## config.mk

```make
export PLATFORM = sky130hd
export DESIGN_NAME = icache_ctrl
export DESIGN_NICKNAME = d
export VERILOG_FILES = /design/src/rtl/icache_geom_pkg.sv /design/src/rtl/icache_ctrl_pkg.sv /design/src/rtl/icache_ctrl.sv
export SDC_FILE = /design/constraint.sdc
export NUM_CORES = 1
export LEC_CHECK = 0
export ABC_AREA = 1
export BUFFER_PORTS_ARGS = -buffer_cell sky130_fd_sc_hd__buf_2
export CAP_MARGIN = 20
export CORE_AREA = 2 2 145 147
export DETAILED_ROUTE_END_ITERATION = 8
export DIE_AREA = 0 0 147 149
export PLACE_DENSITY_LB_ADDON = 0.25
export SLEW_MARGIN = 20
export SYNTH_ARGS = -nofsm -noshare
export SYNTH_HDL_FRONTEND = slang
export SYNTH_SLANG_ARGS = --single-unit
```

## constraint.sdc

```tcl
create_clock -name clk -period 1.9 [get_ports clk]
set_input_delay 0.38 -clock clk [delete_from_list [all_inputs] [get_ports clk]]
set_output_delay 0.38 -clock clk [all_outputs]
set_load 0.01 [all_outputs]
```

## src/rtl/icache_geom_pkg.sv

```systemverilog
`default_nettype none

package icache_geom_pkg;

    // address split: tag | index | offset
    localparam int offset_bits = 3;     // 8 byte line
    localparam int index_bits = 6;
    localparam int num_sets = 1 << index_bits;
    localparam int num_ways = 2;

    localparam int line_bits = 64;

    // one line is exactly one fetch word
    typedef logic [line_bits-1:0] line_t;

    // result of a tag lookup, valid one cycle after the index
    typedef struct packed {
        logic hit;
        logic hit_way;
        logic victim;   // lru way of the set
    } lookup_t;

endpackage

`default_nettype wire

```

## src/rtl/icache_ctrl_pkg.sv

```systemverilog
`default_nettype none

package icache_ctrl_pkg;

    typedef enum logic [2:0] {
        st_idle,
        st_lookup,
        st_refill_wait,
        st_uncached_wait,
        st_flush
    } ctrl_state_e;

    typedef enum logic [1:0] {
        reg_ctrl       = 2'd0,
        reg_hit_count  = 2'd1,
        reg_miss_count = 2'd2
    } cfg_reg_e;

    typedef struct packed {
        logic enable;
        logic flush;    // one cycle
    } cfg_t;

endpackage

`default_nettype wire

```

## src/rtl/icache_ctrl.sv

```systemverilog
`timescale 1ns/1ps
`default_nettype none

module icache_ctrl #(
    parameter int addr_width = 32,
    localparam int tag_lo = icache_geom_pkg::offset_bits + icache_geom_pkg::index_bits,
    localparam int tag_bits = addr_width - tag_lo
) (
    input  logic                                  clk,
    input  logic                                  rst,
    input  logic                                  fetch_req,
    input  logic [addr_width-1:0]                 fetch_addr,
    output logic                                  fetch_ready,
    output logic                                  fetch_valid,
    output icache_geom_pkg::line_t                fetch_data,
    output logic                                  mem_req,
    output logic [addr_width-1:0]                 mem_addr,
    input  logic                                  mem_valid,
    input  icache_geom_pkg::line_t                mem_data,
    input  icache_ctrl_pkg::cfg_t                 cfg,
    input  icache_geom_pkg::lookup_t              lookup,
    input  icache_geom_pkg::line_t                rd_line,
    output logic [icache_geom_pkg::index_bits-1:0] index,
    output logic [tag_bits-1:0]                   tag,
    output logic                                  fill_en,
    output logic                                  fill_way,
    output icache_geom_pkg::line_t                fill_line,
    output logic                                  clear_en,
    output logic                                  touch_en,
    output logic                                  hit_pulse,
    output logic                                  miss_pulse
);

    localparam int idx_lo = icache_geom_pkg::offset_bits;

    icache_ctrl_pkg::ctrl_state_e state, state_nxt;

    logic [addr_width-1:0] req_addr;
    logic cached_q;     // enable sampled with the request
    logic victim_q;
    logic flush_pend;
    logic [icache_geom_pkg::index_bits-1:0] flush_idx;
    logic mem_valid_q;
    icache_geom_pkg::line_t mem_data_q;
    logic in_lookup, hit_now, wait_done;

    assign in_lookup = (state == icache_ctrl_pkg::st_lookup);
    assign hit_now = in_lookup && cached_q && lookup.hit;
    assign wait_done = mem_valid_q && (state == icache_ctrl_pkg::st_refill_wait ||
                                       state == icache_ctrl_pkg::st_uncached_wait);

    always_comb begin
        state_nxt = state;
        case (state)
            icache_ctrl_pkg::st_idle: begin
                if (fetch_req)
                    state_nxt = icache_ctrl_pkg::st_lookup;
                else if (cfg.flush || flush_pend)
                    state_nxt = icache_ctrl_pkg::st_flush;
            end
            icache_ctrl_pkg::st_lookup: begin
                if (hit_now)
                    state_nxt = icache_ctrl_pkg::st_idle;
                else if (cached_q)
                    state_nxt = icache_ctrl_pkg::st_refill_wait;
                else
                    state_nxt = icache_ctrl_pkg::st_uncached_wait;
            end
            icache_ctrl_pkg::st_refill_wait,
            icache_ctrl_pkg::st_uncached_wait: begin
                if (mem_valid_q) state_nxt = icache_ctrl_pkg::st_idle;
            end
            icache_ctrl_pkg::st_flush: begin
                if (flush_idx == '1) state_nxt = icache_ctrl_pkg::st_idle;
            end
            default: state_nxt = icache_ctrl_pkg::st_idle;
        endcase
    end

    always_ff @(posedge clk) begin
        if (rst) begin
            state <= icache_ctrl_pkg::st_idle;
            cached_q <= 1'b0;
            flush_pend <= 1'b0;
            flush_idx <= '0;
            mem_valid_q <= 1'b0;
        end else begin
            state <= state_nxt;
            mem_valid_q <= mem_valid;
            if (state == icache_ctrl_pkg::st_idle && fetch_req) cached_q <= cfg.enable;
            if (cfg.flush) flush_pend <= 1'b1;
            else if (state == icache_ctrl_pkg::st_flush) flush_pend <= 1'b0;
            if (state == icache_ctrl_pkg::st_flush) flush_idx <= flush_idx + 1'b1;
        end
    end

    // request and refill payload
    always_ff @(posedge clk) begin
        if (state == icache_ctrl_pkg::st_idle && fetch_req) req_addr <= fetch_addr;
        if (in_lookup) victim_q <= lookup.victim;
        if (mem_valid) mem_data_q <= mem_data;
    end

    always_comb begin
        case (state)
            icache_ctrl_pkg::st_idle: index = fetch_addr[tag_lo-1:idx_lo];
            icache_ctrl_pkg::st_flush: index = flush_idx;
            default: index = req_addr[tag_lo-1:idx_lo];
        endcase
    end

    assign tag = (state == icache_ctrl_pkg::st_idle) ? fetch_addr[addr_width-1:tag_lo]
                                                      : req_addr[addr_width-1:tag_lo];

    assign fetch_ready = (state == icache_ctrl_pkg::st_idle);
    assign fetch_valid = hit_now || wait_done;
    assign fetch_data = in_lookup ? rd_line : mem_data_q;  // refill data forwarded

    assign mem_req = in_lookup && !hit_now;
    assign mem_addr = {req_addr[addr_width-1:idx_lo], {idx_lo{1'b0}}};

    assign fill_en = mem_valid_q && (state == icache_ctrl_pkg::st_refill_wait);
    assign fill_way = victim_q;
    assign fill_line = mem_data_q;
    assign clear_en = (state == icache_ctrl_pkg::st_flush);
    assign touch_en = hit_now;

    assign hit_pulse = hit_now;
    assign miss_pulse = in_lookup && cached_q && !lookup.hit;  // uncached not counted

endmodule

`default_nettype wire

```

== Word level (Yosys, flattened, before mapping) ==
Index checks and enable logic that the tools add are counted.

* Reductions and logical operators: 16
* Add/sub/neg operators: 1
* Muxes and demuxes: 12
* Equality and inequality tests: 8

{| class="wikitable"
|+ Operator list
! cell !! number
|-
| $mux 64 || 1
|-
| $mux 23 || 1
|-
| $mux 3 || 4
|-
| $pmux 3 s4 || 1
|-
| $pmux 6 s2 || 1
|-
| $logic_and 1x1->1 || 7
|-
| $add 6x1->6 const B || 1
|-
| $eq 3x2->1 const B || 2
|-
| $eq 6x6->1 const B || 1
|-
| $eq 3x1->1 const B || 1
|-
| $eq 3x3->1 const B || 1
|-
| $logic_not 3->1 || 1
|-
| $logic_or 1x1->1 || 3
|-
| $mux 1 || 3
|-
| $ne 3x2->1 const B || 1
|-
| $reduce_and 3->1 || 1
|-
| $logic_not 1->1 || 2
|-
| $mux 2 || 1
|-
| $ne 2x1->1 const B || 1
|-
| $ne 2x2->1 const B || 1
|-
| $reduce_bool 2->1 || 1
|-
| $reduce_or 2->1 || 1
|}

* Bits in registers: 109
* Logic and storage cells: 45
* Output and inout port bits: 198
* Input port bits: 169

== Logic depth before layout (Yosys ltp) ==
* Depth in word-level cells: 5
* Gate-level depth with buffers: 9
* Depth with buffers taken out: 9

== Worst setup path after synthesis ==
Ideal clock, no wire load.

* Kind: flip-flop to flip-flop
* Start point: register state[2]
* End point: register req_addr[10] (enable)
* Slack: 172 ps
* Stages on the path, launching flop included: 6
* Library setup time: 384 ps
* Arrival: 1344 ps
* Period minus slack after synthesis: 1728 ps
* Cell sequence: dfxtp_1 > nor2_4 > nand2_2 > inv_2 > nand2_1 > inv_1

* Word-level cells in the longest chain between the ends: 2

{| class="wikitable"
|+ RTL lines
! element !! line !! source
|-
| start, declared || icache_ctrl.sv:36 || <nowiki>icache_ctrl_pkg::ctrl_state_e state, state_nxt;</nowiki>
|-
| start signal, assigned || icache_ctrl.sv:82 || <nowiki>state <= icache_ctrl_pkg::st_idle;</nowiki>
|-
| start signal, assigned || icache_ctrl.sv:88 || <nowiki>state <= state_nxt;</nowiki>
|-
| $logic_not 3->1 || icache_ctrl.sv:99 || <nowiki>if (state == icache_ctrl_pkg::st_idle && fetch_req) req_addr <= fetch_addr;</nowiki>
|-
| $logic_and 1x1->1 || icache_ctrl.sv:99 ||
|-
| end signal, assigned || icache_ctrl.sv:99 ||
|-
| end, declared || icache_ctrl.sv:38 || <nowiki>logic [addr_width-1:0] req_addr;</nowiki>
|}

No other way between the ends.
A chain may end at the register's enable or synchronous reset.

== Worst setup path after layout ==
* Start point: register state[1]
* End point: output port fetch_data[10]

* Word-level cells in the longest chain between the ends: 2

{| class="wikitable"
|+ RTL lines
! element !! line !! source
|-
| $eq 3x1->1 || icache_ctrl.sv:47 || <nowiki>assign in_lookup = (state == icache_ctrl_pkg::st_lookup);</nowiki>
|-
| $mux 64 || icache_ctrl.sv:117 || <nowiki>assign fetch_data = in_lookup ? rd_line : mem_data_q;</nowiki>
|-
| end, declared || icache_ctrl.sv:15 || <nowiki>output icache_geom_pkg::line_t fetch_data,</nowiki>
|}

No other way between the ends.

==> reports/results.tsv <==
metric	value	unit
hpwl dp	11700	µm
HP Class	primary input to flop	
gpl congestion	0.794	
most frequent cells after synthesis	nand2_1, edfxtp_1, nor2_1	
Layout Skew	8.53	ps
most common cell in the netlist	nand2_1	
Avg Cell Area, Syn	9.53	µm²
Leak	4.05	nW
port bufs	359	
Final Instance Area	7990	µm²
max cap viols	0	
Longest Clk Path Bufs	2	
# DRC	0	
RSZ-0062 raised after global routing	true	
r2r startpoint	state[1]	
Max VDD drop	540	µV
Hold Fails Final Rpt	0	
fin crit share	102	%
Power Total	0.0111	W
Setup CP Type	flop to primary output	
synth top area cells	edfxtp_1, nand2_1, dfxtp_1, buf_4, buf_2	
Post-Syn Area	4680	µm²
CP max FO	8	
first-pass GRT wire length	23900	µm
Root Buffer	clkbuf_16	
share of layout cells above drive strength 1	55.5	%
# fillers	2072	
CTS Buf Count	9	
Tmin final	1940	ps
worst setup path startpoint	state[1]	
asr flop ratio synth	0	%
Syn-to-layout area delta	70.8	%
Ports	367	
cell accounting for the most synthesized area	edfxtp_1	
Vias	4698	
sequential area share after synthesis	65.5	%
Setup violations, final	22	
EDFF count, synth	94	
initial antenna violation count	0	
Crit path arrival time	1560	ps
Mapped Cells	491	
router iterations before antenna repair	4	
Crit. End Element	primary output	
r2r endpoint	req_addr[30]	
Critical Path Start Type	flop	
drt wl/cell	15.4	µm
row count	53	
die height	149	µm
top_reg_cell synth	edfxtp_1	
grt total ovfl	0	
Hold Buf Count CTS	0	
CTS tree	yes	
final net count	1043	
critical path data required time	1520	ps
dpl cell area	6810	µm²
Yosys Warn Count	0	
failing checks	negative setup slack	
Skew-Pair Late Insertion Delay	340	ps
DR iter-0 viols	163	
# diodes	0	
CTS H-tree depth	3	
flops & latches, synth	106	
status	finished with violations	
Die ar.	21900	µm²
Die W	147	µm
Initial Util	22.8	%
FMAX	517	MHz
clock-pin slew on the worst setup and hold paths	70	ps
total track usage	14.4	%
Worst Setup EP	fetch_data[10]	
Synth top area share	60.4	%
CTS sink cnt	106	
vias in the first global route	4157	
Final Max Slew Viols	0	
final wirelength	17700	µm
largest net degree at the start of global routing	63	
CORE AREA	20600	µm²
R2R cell count	7	
pwr/cell area	1390	nW/µm²
Cell variety after synth	25	
Routed Antenna Nets	0	
Setup WS post-layout	-35.1	ps
r2r setup slk	390	ps
Via-to-Cell Ratio	4.08	
==> state kept, by name (all words and copies together) (netlist names) <==
register,count
fill_line,64
req_addr,29
flush_idx,6
state,3
cached_q,1
fill_way,1
flush_pend,1
mem_valid_q,1
==> power by group <==
group	switching, W	internal, W	leakage (nW)	total [W]
combinational	0.00330	0.00273	2.90	0.00603
clock	0.000824	0.00113	0.144	0.00195
sequential	0.000196	0.00294	1.01	0.00313
==> how the worst min path moves through the flow <==
stage | start | endpoint | slack, ps | cells past startpoint
floorplan | flush_idx[4] | flush_idx[4] | 440 | 2
global placement | flush_pend | flush_pend | 470 | 2
detailed placement | flush_idx[4] | flush_idx[4] | 470 | 2
CTS | mem_data[58] | fill_line[58] | 190 | 1
global route | mem_data[55] | fill_line[55] | 180 | 1
finish | mem_data[58] | fill_line[58] | 210 | 1
==> cell type report <==
class | count | area (µm²) | area share (%)
Timing Repair inverter | 1 | 6.26 | 0.0783
Sequential cell | 106 | 3070 | 38.4
Clock buffer | 9 | 225 | 2.82
Clock inverter | 5 | 71.3 | 0.893
Timing Repair Buffer | 391 | 2460 | 30.9
Inverter | 20 | 97.6 | 1.22
Multi-Input combinational cell | 344 | 1710 | 21.4
Tap cell | 275 | 344 | 4.31
==> cell usage in the layout, fill, tap and decap left out, types with 3 or more instances in the layout <==
cell	n
a21oi_1	6
buf_12	9
buf_16	6
buf_2	337
buf_4	10
buf_6	26
clkbuf_16	11
clkinv_1	3
conb_1	3
dfxtp_1	9
edfxtp_1	94
inv_1	13
inv_2	4
inv_8	3
nand2_1	226
nand2_2	40
nand2_4	25
nand3_1	4
nand4_1	3
nor2_1	17
o211ai_1	3
o21ai_0	5
==> per-layer routing <==
metal	wire (µm)	track usage [%]	vias up	share of wire, %
li1	-	-	2343	-
met5	0	0	-	0
met4	286	4.33	0	1.6
met3	1110	3.27	19	6.3
met2	8800	24.3	207	50
met1	7500	18.5	2129	42
==> kinds of logic (layout without fill, tap and decap cells) <==
| logic type | count (synthesis) | after routing | share of synthesized area [%] |
|---|---|---|---|
| AOI/OAI and AO/OA | 16 | 16 | 1.90 |
| buffers and inverters | 43 | 426 | 4.65 |
| other | 1 | 3 | 0.0802 |
| DFF | 106 | 106 | 65.5 |
| and+or+nand+nor | 324 | 324 | 27.6 |
| adders and majority gates | 1 | 1 | 0.267 |
==> through the flow <==
stage                     instances  hold slack [ps]  TNS [ps]  setup WS (ps)  util (%)
after floorplan                 493              441         0            172         -
after global placement         1112              467         0            192      33.1
after detailed placement       1112              471         0            161      33.1
after CTS                      1141              186     -3580          -92.5      36.1
after global routing           1151              181     -7160           -122      38.9
final                          1151              205      -290          -35.1      38.9
==> what timing repair did <==
item / CTS / global route
gates resized for setup: 25 / 121
pin swaps: 1 / 12
cloned: 6 / 4
setup endpoints to repair: 88 / 97
buffers inserted: 9 / 7
==> critical path: stages (launching register included) <==
cell	delay, ps
dfxtp_4	360
nor2_4	120
nand2_4	100
inv_8	100
buf_6	130
buf_12	150
nand2_2	60
nand2_1	60
buf_2	120
Note: power is estimated with default switching activity, not from simulation.
