## src/rtl/icache_ctrl_pkg.sv

```systemverilog
`default_nettype none

package icache_ctrl_pkg;

    typedef enum logic [2:0] {
        st_idle,
        st_lookup,
        st_refill_wait,
        st_uncached_wait,
        st_flush
    } ctrl_state_e;

    typedef enum logic [1:0] {
        reg_ctrl       = 2'd0,
        reg_hit_count  = 2'd1,
        reg_miss_count = 2'd2
    } cfg_reg_e;

    typedef struct packed {
        logic enable;
        logic flush;    // one cycle
    } cfg_t;

endpackage

`default_nettype wire

```

## src/rtl/icache_cfg.sv

```systemverilog
`timescale 1ns/1ps
`default_nettype none

module icache_cfg (
    input  logic                  clk,
    input  logic                  rst,
    input  logic                  cfg_we,
    input  logic [1:0]            cfg_addr,
    input  logic [31:0]           cfg_wdata,
    output logic [31:0]           cfg_rdata,
    input  logic                  hit_pulse,
    input  logic                  miss_pulse,
    output icache_ctrl_pkg::cfg_t cfg
);

    icache_ctrl_pkg::cfg_reg_e reg_sel;

    logic ctrl_wr;
    logic enable;
    logic flush_q;
    logic [1:0] pulse;
    logic [1:0][31:0] count;    // 0 hit, 1 miss

    assign reg_sel = icache_ctrl_pkg::cfg_reg_e'(cfg_addr);
    assign ctrl_wr = cfg_we && (reg_sel == icache_ctrl_pkg::reg_ctrl);
    assign pulse = {miss_pulse, hit_pulse};

    always_ff @(posedge clk) begin
        if (rst) begin
            enable <= 1'b1;
            flush_q <= 1'b0;
        end else begin
            flush_q <= ctrl_wr && cfg_wdata[1];
            if (ctrl_wr) enable <= cfg_wdata[0];
        end
    end

    // saturating, cleared by any ctrl write
    always_ff @(posedge clk) begin
        if (rst || ctrl_wr) begin
            count <= '0;
        end else begin
            for (int i = 0; i < 2; i++) begin
                if (pulse[i] && count[i] != '1) count[i] <= count[i] + 32'd1;
            end
        end
    end

    always_comb begin
        case (reg_sel)
            icache_ctrl_pkg::reg_ctrl:       cfg_rdata = {31'b0, enable};
            icache_ctrl_pkg::reg_hit_count:  cfg_rdata = count[0];
            icache_ctrl_pkg::reg_miss_count: cfg_rdata = count[1];
            default:                         cfg_rdata = '0;
        endcase
    end

    assign cfg.enable = enable;
    assign cfg.flush = flush_q;

endmodule

`default_nettype wire

```

## config.mk

```make
export PLATFORM = sky130hd
export DESIGN_NAME = icache_cfg
export DESIGN_NICKNAME = d
export VERILOG_FILES = /design/src/rtl/icache_ctrl_pkg.sv /design/src/rtl/icache_cfg.sv
export SDC_FILE = /design/constraint.sdc
export NUM_CORES = 1
export LEC_CHECK = 0
export BUFFER_PORTS_ARGS = -buffer_cell sky130_fd_sc_hd__buf_2
export CORE_UTILIZATION = 43
export DETAILED_ROUTE_END_ITERATION = 16
export SLEW_MARGIN = 20
export SYNTH_ARGS = -nofsm -noshare
export SYNTH_HDL_FRONTEND = slang
export SYNTH_SLANG_ARGS = --single-unit
```

## constraint.sdc

```tcl
create_clock -name clk -period 3.3 [get_ports clk]
set_input_delay 0.33 -clock clk [delete_from_list [all_inputs] [get_ports clk]]
set_output_delay 0.33 -clock clk [all_outputs]
set_load 0.005 [all_outputs]
```

**Word level (Yosys, flattened, before mapping)**

Cells that the tools add are included.

- Flip-flop bits (word level): 66
- Output and inout bits: 34
- Input port bits: 39
- Word-level logic and storage cells: 17

- Mux-type cells: 1
- Reductions and logical operators: 6
- Eq/ne operators: 4
- $add $sub $neg: 2

Operators by type and width:

| cell | count |
|---|---|
| one-hot mux 32 bit (3 select lines) | 1 |
| adder 32 x 1 -> 32 bit (second input constant) | 2 |
| inequality test 32 bit (second input constant) | 2 |
| logical AND 1 bit | 4 |
| == test 2 x 1 -> 1 bit (second input constant) | 1 |
| == test 2 bit (second input constant) | 1 |
| logical NOT 2 bit | 1 |
| logical OR 1 bit | 1 |

**Depth between registers and ports, before layout**

Gate-level depths: netlist of the first run.

- Depth in word-level cells: 3
- Mapped depth: 8
- Gate-level depth less buffers: 6

**Worst setup path after synthesis of the first run**

Ideal clock, no wire load.

- Kind: reg2reg
- Start point: reg count[36] in the netlist's numbering
- End point: reg count[55] in the netlist's numbering
- Setup time: 0.116 ns
- Clock period less this slack: 2.005 ns
- Data required time: 3.184 ns
- Setup slack: 1.295 ns
- Arrival time: 1.889 ns
- Cell stages (with the launch flop): 6
- Path buffers: 0
- Path through: dfxtp_1 nand4_4 or4_4 a2111oi_4 a21oi_1 a31o_2

- Cells in the longest elaborated chain, start to end: 2
- Elaborated cells between the ends (all ways): 3
- Those cells by class: 1 x add/sub; 1 x eq/ne; 1 x reduce/logical

RTL lines:

| element | line | source |
|---|---|---|
| start, declared | icache_cfg.sv:22 | `logic [1:0][31:0] count;` |
| start signal, assigned | icache_cfg.sv:41 | `count <= '0;` |
| parallel branches: the longest is 2 deep, another holds adder 32 x 1 -> 32 bit | n/a |  |

Several ways; the timed one is not identified.
A chain may end at the register's enable or synchronous reset.

**Worst setup path after layout of the first run**

- Start point: reg count[0] in the netlist's numbering
- End point: reg count[30] in the netlist's numbering

Same word-level chain as after synthesis.

==> run_results.csv, run 1 <==
group,metric,value,unit
floorplanning,core,0.00834,sq mm
clocking,cts_buffers,9,
synthesis,yosys_warnings,0,
sta,slew_violations,0,
placed_design,place_congestion,0.795,
grt,globalRouteOverflowTotal,0,
worst_setup_path,worstSetupPathType,"register to register",
worst_setup_path,crit_buf_inv,0,
detailed_routing,routed_wl,9760,um
grt,grt_max_degree,42,
worst_setup_path,crit_arrival,2.60,ns
detailed_routing,detail_route.wl_per_cell,16.7,um
sta,rsz0062_at_grt,"false",
synthesis,synth_cells,445,
worst_hold_path,hp-start,"cfg_wdata[0]",
sta,worstMarginPinSlew,0.851,ns
worst_hold_path,hold_depth,2,
worst_setup_path,cp.required,3.49,ns
clocking,cts.hold.buffers_added,0,
detailed_routing,drc_errors,0,
synthesis,syn_area,0.00376,sq mm
worst_setup_path,critPathLaunchType,"register",
synthesis,synth-edff-count,0,
detailed_routing,ant_nets,0,
worst_setup_path,crit_path_max_incr_delay,0.76,ns
sta,max-slew-margin-rel,0.431,
sta,max_freq,415,MHz
synthesis,synth_most_common_cell,"dfxtp_1",
synthesis,async_reset_ff_frac,0,
flow_run,maxCapViolCount,0,
worst_setup_path,worstReg2RegStart,"count[0]",
clocking,path_clk_slew,0.07,ns
floorplanning,die_height,95.5,um
clocking,h-tree-depth,3,
synthesis,yosys.cell_types.count,45,
detailed_routing,vias_per_cell,5.95,
synthesis,synth.area.top_cells,"dfxtp_1, a22o_1, xnor2_1",
pwr,p_leak,1.44,nW
placed_design,dp.cells,569,
placed_design,port_buffers,42,
sta,finalSetupTns,0,ns
sta,clock_skew,0.0109,ns
placed_design,dpl.hpwl,6960,um
worst_setup_path,reg2reg_slack,0.89,ns
pwr,vdd_drop_max,276,uV
clocking,root_buffer,"clkbuf_8",
synthesis,synth-seq-cells,66,
worst_hold_path,holdPathEnd,"enable",
sta,hold_violations,0,
worst_setup_path,cp.depth,6,
run_status,status,"completed",
worst_setup_path,r2r_end,"count[30]",
final_layout,antennaDiodeCount,0,
worst_setup_path,crit_family,"simple AND/OR/NAND/NOR gates",
final_layout,drive_above_1_share,0.183,
sta,min_period,2.41,ns
floorplanning,io_pins,73,
worst_setup_path,crit_fanout,12,
pwr,power.density,371,mW/mm^2
clocking,cts_setup_buffers,0,
clocking,cts_sinks,66,
worst_setup_path,worstSetupEndpointType,"register",
grt,antenna_found_initial,0,
clocking,cts.path.max_buffers,2,
sta,setup_viol,0,
synthesis,synth_top_area_frac,0.351,
worst_hold_path,hold_path_class,"primary input to register",
synthesis,yosysSeqAreaShare,0.351,
detailed_routing,drt_iter0_drc,164,
synthesis,synth.avg_cell_area,8.45,sq um
final_layout,syn_to_final_growth,13.0,%
synthesis,synth-main-ff-cell,"dfxtp_1",
synthesis,synth_top_area_cell,"dfxtp_1",
grt,grt_use_total,0.230,
final_layout,fin_cells,585,
sta,finalCritPeriodShare,0.731,
floorplanning,rows,33,
final_layout,fin_nets,516,
floorplanning,dieArea,0.00913,sq mm
worst_setup_path,reg2regPathDepth,6,
detailed_routing,firstDrtPassIters,4,
clocking,insertion_delay,0.34,ns
synthesis,syn_nets,486,
floorplanning,die_x,95.5,um
detailed_routing,vias,3480,
worst_setup_path,path_cells,"ha_1 > nand3_1 > or4_1 > a2111oi_0 > xnor2_1 > nor2_1",
clocking,cts-resized-gates,0,
worst_setup_path,cp_slowest_cell,"or4_1",
synthesis,yosys-top-cells-count,"dfxtp_1, nor2_1, a22o_1, xnor2_1, nand2_1",
floorplanning,start_util,0.451,
grt,first_global_vias,3136,
grt,grt_first_pass_wirelength,16200,um
clocking,cts_tree,"done",
flip-flops by register name (all words and copies together), names as in the netlist:
| name | count |
|---|---|
| count | 64 |
| enable | 1 |
| flush_q | 1 |
power by group:
part           internal, mW  switching, mW
registers             0.801        0.00775
logic                0.0218         0.0462
clock network         0.391          0.309
placed cells by master, fill, tap and decap left out, types with 5 or more instances in the layout:
cell | synthesis | layout
dfxtp_1 | 66 | 66
nor2_1 | 45 | 45
buf_2 | 7 | 42
a22o_1 | 31 | 31
xnor2_1 | 31 | 31
nand2_1 | 30 | 30
nand4_1 | 26 | 26
nand3_1 | 21 | 21
a21oi_1 | 21 | 21
or3_1 | 14 | 14
inv_1 | 12 | 12
o21ai_0 | 11 | 11
or4_1 | 11 | 11
a211oi_1 | 11 | 11
clkbuf_8 | 0 | 11
buf_4 | 3 | 9
nor4_1 | 10 | 8
a2111oi_2 | 7 | 7
and4_1 | 6 | 6
xor2_1 | 6 | 6
mux2i_1 | 5 | 5
a21o_1 | 5 | 5
o211ai_1 | 5 | 5
a2111oi_0 | 5 | 5
logic make-up (layout without fill, tap and decap cells):
logic type      count (synthesis)  in the layout  share of synthesized area
xor+xnor                       37             37                     0.0861
simple gates                  184            184                      0.267
buf+inv                        44             79                     0.0492
flops                          66             66                      0.351
fa+ha+maj                       2              2                    0.00665
mux                             5              5                     0.0133
compound gates                107            107                      0.226
layout make-up:
cell class              count  area (sq um)
well taps                 105           131
repair buffers             51           278
fillers                   852          4090
clock buffers              14           163
clock inverters             2          35.0
multi-input cells         335          2280
inverters                  12          45.0
flip-flops and latches     66          1320
through the flow:
stage	hold slack [ns]	utilization	total power, mW	setup slack (ns)	instance area, sq um
final	0.190	0.510	1.58	0.888	4250
after global routing	0.168	0.510	1.65	0.666	4250
after CTS	0.182	0.509	1.60	0.887	4250
after detailed placement	0.506	0.485	0.895	0.897	4050
after global placement	0.490	0.485	0.895	0.918	4050
after floorplan	0.424	-	0.872	1.29	3760
worst register-to-register path, stage by stage (launching register included):
cell and delay, ns:
dfxtp_1 0.41, ha_1 0.20, nand3_1 0.21, or4_1 0.76, a2111oi_0 0.47, xnor2_1 0.18
nor2_1 0.05
per-layer routing:
layer	global-route usage	share of wire	vias up
met2	0.363	0.48	57
met1	0.323	0.48	1681
li1	-	-	1736
met5	0	0	-
met4	0.0485	0.0055	0
met3	0.0486	0.035	6
worst max-delay path by stage:
stage / from / endpoint / slack, ns
2_1_floorplan: count[36] / count[55] / 1.29
3_3_place_gp: count[0] / count[30] / 0.92
3_5_place_dp: count[0] / count[30] / 0.90
4_1_cts: count[0] / count[30] / 0.89
5_1_grt: count[0] / count[30] / 0.67
6_report: count[0] / count[30] / 0.89
Note: power is estimated with default switching activity, not from simulation.
==> run 2: changes to the inputs <==
--- a/config.mk
+++ b/config.mk
@@ -5,6 +5,7 @@
 export SDC_FILE = /design/constraint.sdc
 export NUM_CORES = 1
 export LEC_CHECK = 0
+export ABC_AREA = 1
 export BUFFER_PORTS_ARGS = -buffer_cell sky130_fd_sc_hd__buf_2
 export CORE_UTILIZATION = 43
 export DETAILED_ROUTE_END_ITERATION = 16
==> constraint.sdc (replaced) <==
create_clock -name clk -period 2.3 [get_ports clk]
set_input_delay 0.23 -clock clk [delete_from_list [all_inputs] [get_ports clk]]
set_output_delay 0.23 -clock clk [all_outputs]
set_load 0.005 [all_outputs]
==> run 2 against run 1 <==
Effect of this change:
- non-clock buffer count down 2
- final area up 19%
- die area up 21%
- worst hold slack worse by 0.11 ns
- area after synthesis up 22%
- cell count up 57%
- sequential share of layout area down 4.9 points
- count of clock-buffer cells in the layout down 1
- highest routed layer unchanged
- largest power group unchanged
- worst setup slack worse by 0.53 ns
==> run_results.csv, run 2 <==
group,metric,value,unit
placed_design,dpl.hpwl,10100,um
worst_setup_path,crit_path_max_incr_delay,0.40,ns
floorplanning,start_util,0.445,
sta,max-slew-margin-rel,0.630,
worst_setup_path,crit_family,"simple AND/OR/NAND/NOR gates",
grt,grt_use_total,0.251,
worst_hold_path,hold_path_class,"primary input to register",
grt,antenna_found_initial,0,
grt,grt_max_degree,30,
worst_setup_path,reg2regPathDepth,10,
clocking,cts_setup_buffers,0,
final_layout,top_register,"count",
grt,grtUsageMet2,0.454,
synthesis,synth_top_area_frac,0.288,
clocking,cts_sinks,66,
final_layout,final_cell_mix,"nand2_1, nor2_1, nand3_1, dfxtp_1, inv_1",
sta,fin_ws,0.353,ns
synthesis,syn_nets,787,
synthesis,synth.area.top_cells,"dfxtp_1, nand2_1, nor2_1",
sta,setup_viol,0,
clocking,cts.hold.buffers_added,0,
placed_design,place_congestion,0.937,
sta,finalCritPeriodShare,0.846,
detailed_routing,vias_per_cell,5.15,
sta,clock_skew,0.0109,ns
run_status,status,"completed",
final_layout,reg_top3,"count: 64 flops, enable: 1 flops, flush_q: 1 flops",
worst_setup_path,r2r_end,"count[1]",
final_layout,antennaDiodeCount,0,
synthesis,yosys-top-cells-count,"nand2_1, nor2_1, nand3_1, dfxtp_1, inv_1",
synthesis,async_reset_ff_frac,0,
clocking,path_clk_slew,0.07,ns
worst_setup_path,cp.depth,10,
final_layout,drive_above_1_share,0.162,
worst_setup_path,crit_buf_inv,1,
final_layout,fin_nets,820,
sta,rsz0062_at_grt,"false",
synthesis,yosysSeqAreaShare,0.288,
detailed_routing,drt_iter0_drc,227,
floorplanning,dieArea,0.0111,sq mm
synthesis,synth-edff-count,0,
flow_run,maxCapViolCount,0,
pwr,p_leak,1.99,nW
detailed_routing,vias,4732,
synthesis,synth_most_common_cell,"nand2_1",
synthesis,synth-main-ff-cell,"dfxtp_1",
sta,hold_violations,0,
placed_design,post-place-ws,0.405,ns
worst_hold_path,hold_depth,2,
detailed_routing,ant_nets,0,
synthesis,yosys.cell_types.count,32,
worst_setup_path,crit_arrival,2.19,ns
grt,globalRouteOverflowTotal,0,
worst_setup_path,reg2reg_slack,0.35,ns
clocking,h-tree-depth,3,
floorplanning,die_height,105,um
worst_setup_path,path_cells,"ha_1 > nand2_1 > nor2_2 > nand2_1 > nor2_1 > nand2_2 > nand2_1 > inv_1 > nor2_1 > nor2_1",
worst_setup_path,crit_fanout,18,
grt,first_global_vias,4572,
worst_setup_path,worstSetupEndpointType,"register",
synthesis,synth-seq-cells,66,
grt,grt_use_met1,0.298,
clocking,cts-resized-gates,0,
placed_design,port_buffers,42,
sta,slew_violations,0,
pwr,power.density,470,mW/mm^2
detailed_routing,routed_wl,13000,um
detailed_routing,drc_errors,0,
floorplanning,die_x,105,um
synthesis,synth_cells,746,
grt,grt_first_pass_wirelength,22000,um
worst_hold_path,hp-start,"rst",
final_layout,largest_reg_flops,64,
final_layout,final_util,0.489,
sta,finalSetupTns,0,ns
floorplanning,rows,37,
clocking,cts.path.max_buffers,2,
synthesis,yosys_warnings,0,
pwr,vdd_drop_max,312,uV
clocking,root_buffer,"clkbuf_8",
synthesis,synth_top_area_cell,"dfxtp_1",
worst_setup_path,worstSetupPathType,"register to register",
sta,max_freq,514,MHz
sta,worstMarginPinSlew,0.554,ns
sta,min_period,1.95,ns
clocking,cts_tree,"done",
worst_setup_path,critPathLaunchType,"register",
floorplanning,core,0.0103,sq mm
grt,met3_usage,0.0445,
clocking,cts_buffers,9,
synthesis,syn_area,0.00459,sq mm
worst_setup_path,cp.required,2.55,ns
grt,grt.busiest_layer,"met2",
worst_hold_path,holdPathEnd,"flush_q",
synthesis,synth.avg_cell_area,6.15,sq um
worst_setup_path,cp_slowest_cell,"dfxtp_1",
final_layout,syn_to_final_growth,10.0,%
final_layout,final_common_cell,"nand2_1",
detailed_routing,detail_route.wl_per_cell,14.2,um
detailed_routing,firstDrtPassIters,5,
floorplanning,io_pins,73,
clocking,insertion_delay,0.35,ns
worst_setup_path,worstReg2RegStart,"count[1]",
[run 2: cell count changes after synthesis, moves of 14 or more]
cell	before	now
inv_1	12	61
nand2_1	30	194
nand2_2	0	14
xnor2_1	31	0
a22o_1	31	0
a21oi_2	0	17
or3_1	14	0
nor2_1	45	147
nand3_1	21	84
[run 2: logic make-up after synthesis]
family,after synthesis,synth area share
compound gates,76,0.100
xor+xnor,13,0.0248
fa+ha+maj,2,0.00545
buf+inv,94,0.0935
flops,66,0.288
simple gates,495,0.488
[run 2: how the worst max path moves through the flow]
stage               startpoint   endpoint  slack [ns]
detailed placement    count[1]  count[31]        0.41
finish                count[1]   count[1]        0.35
global route          count[1]  count[20]        0.19
CTS                  count[33]  count[59]        0.38
global placement      count[1]   count[0]        0.44
floorplan             count[0]  count[26]        0.71
[run 2: per-stage QoR]
stage	hold WS, ns	std cells	cell area, sq um	power, mW
CTS	0.0753	919	5050	2.39
global placement	0.443	904	4840	1.36
global route	0.0898	919	5050	2.47
floorplan	0.302	746	4590	1.31
finish	0.0802	919	5050	2.37
detailed placement	0.447	904	4840	1.36
[run 2: layout make-up]
| cell class | count | area [sq um] |
|---|---|---|
| Multi-Input combinational cell | 586 | 2840 |
| Clock buffer | 13 | 169 |
| Clock inverter | 2 | 35.0 |
| Tap cell | 136 | 170 |
| Sequential cell | 66 | 1320 |
| Timing Repair Buffer | 49 | 263 |
| Fill cell | 1125 | 5280 |
| Inverter | 67 | 251 |
[run 2: where the power goes]
group,internal [mW],total (mW),switching (mW)
logic,0.0503,0.168,0.117
clock network,0.583,1.03,0.449
registers,1.16,1.17,0.0148
[run 2: per-layer routing]
metal | routed length [um] | vias up
li1 | - | 2458
met1 | 5700 | 2174
met2 | 6660 | 80
met3 | 415 | 20
met4 | 251 | 0
met5 | 0 | -
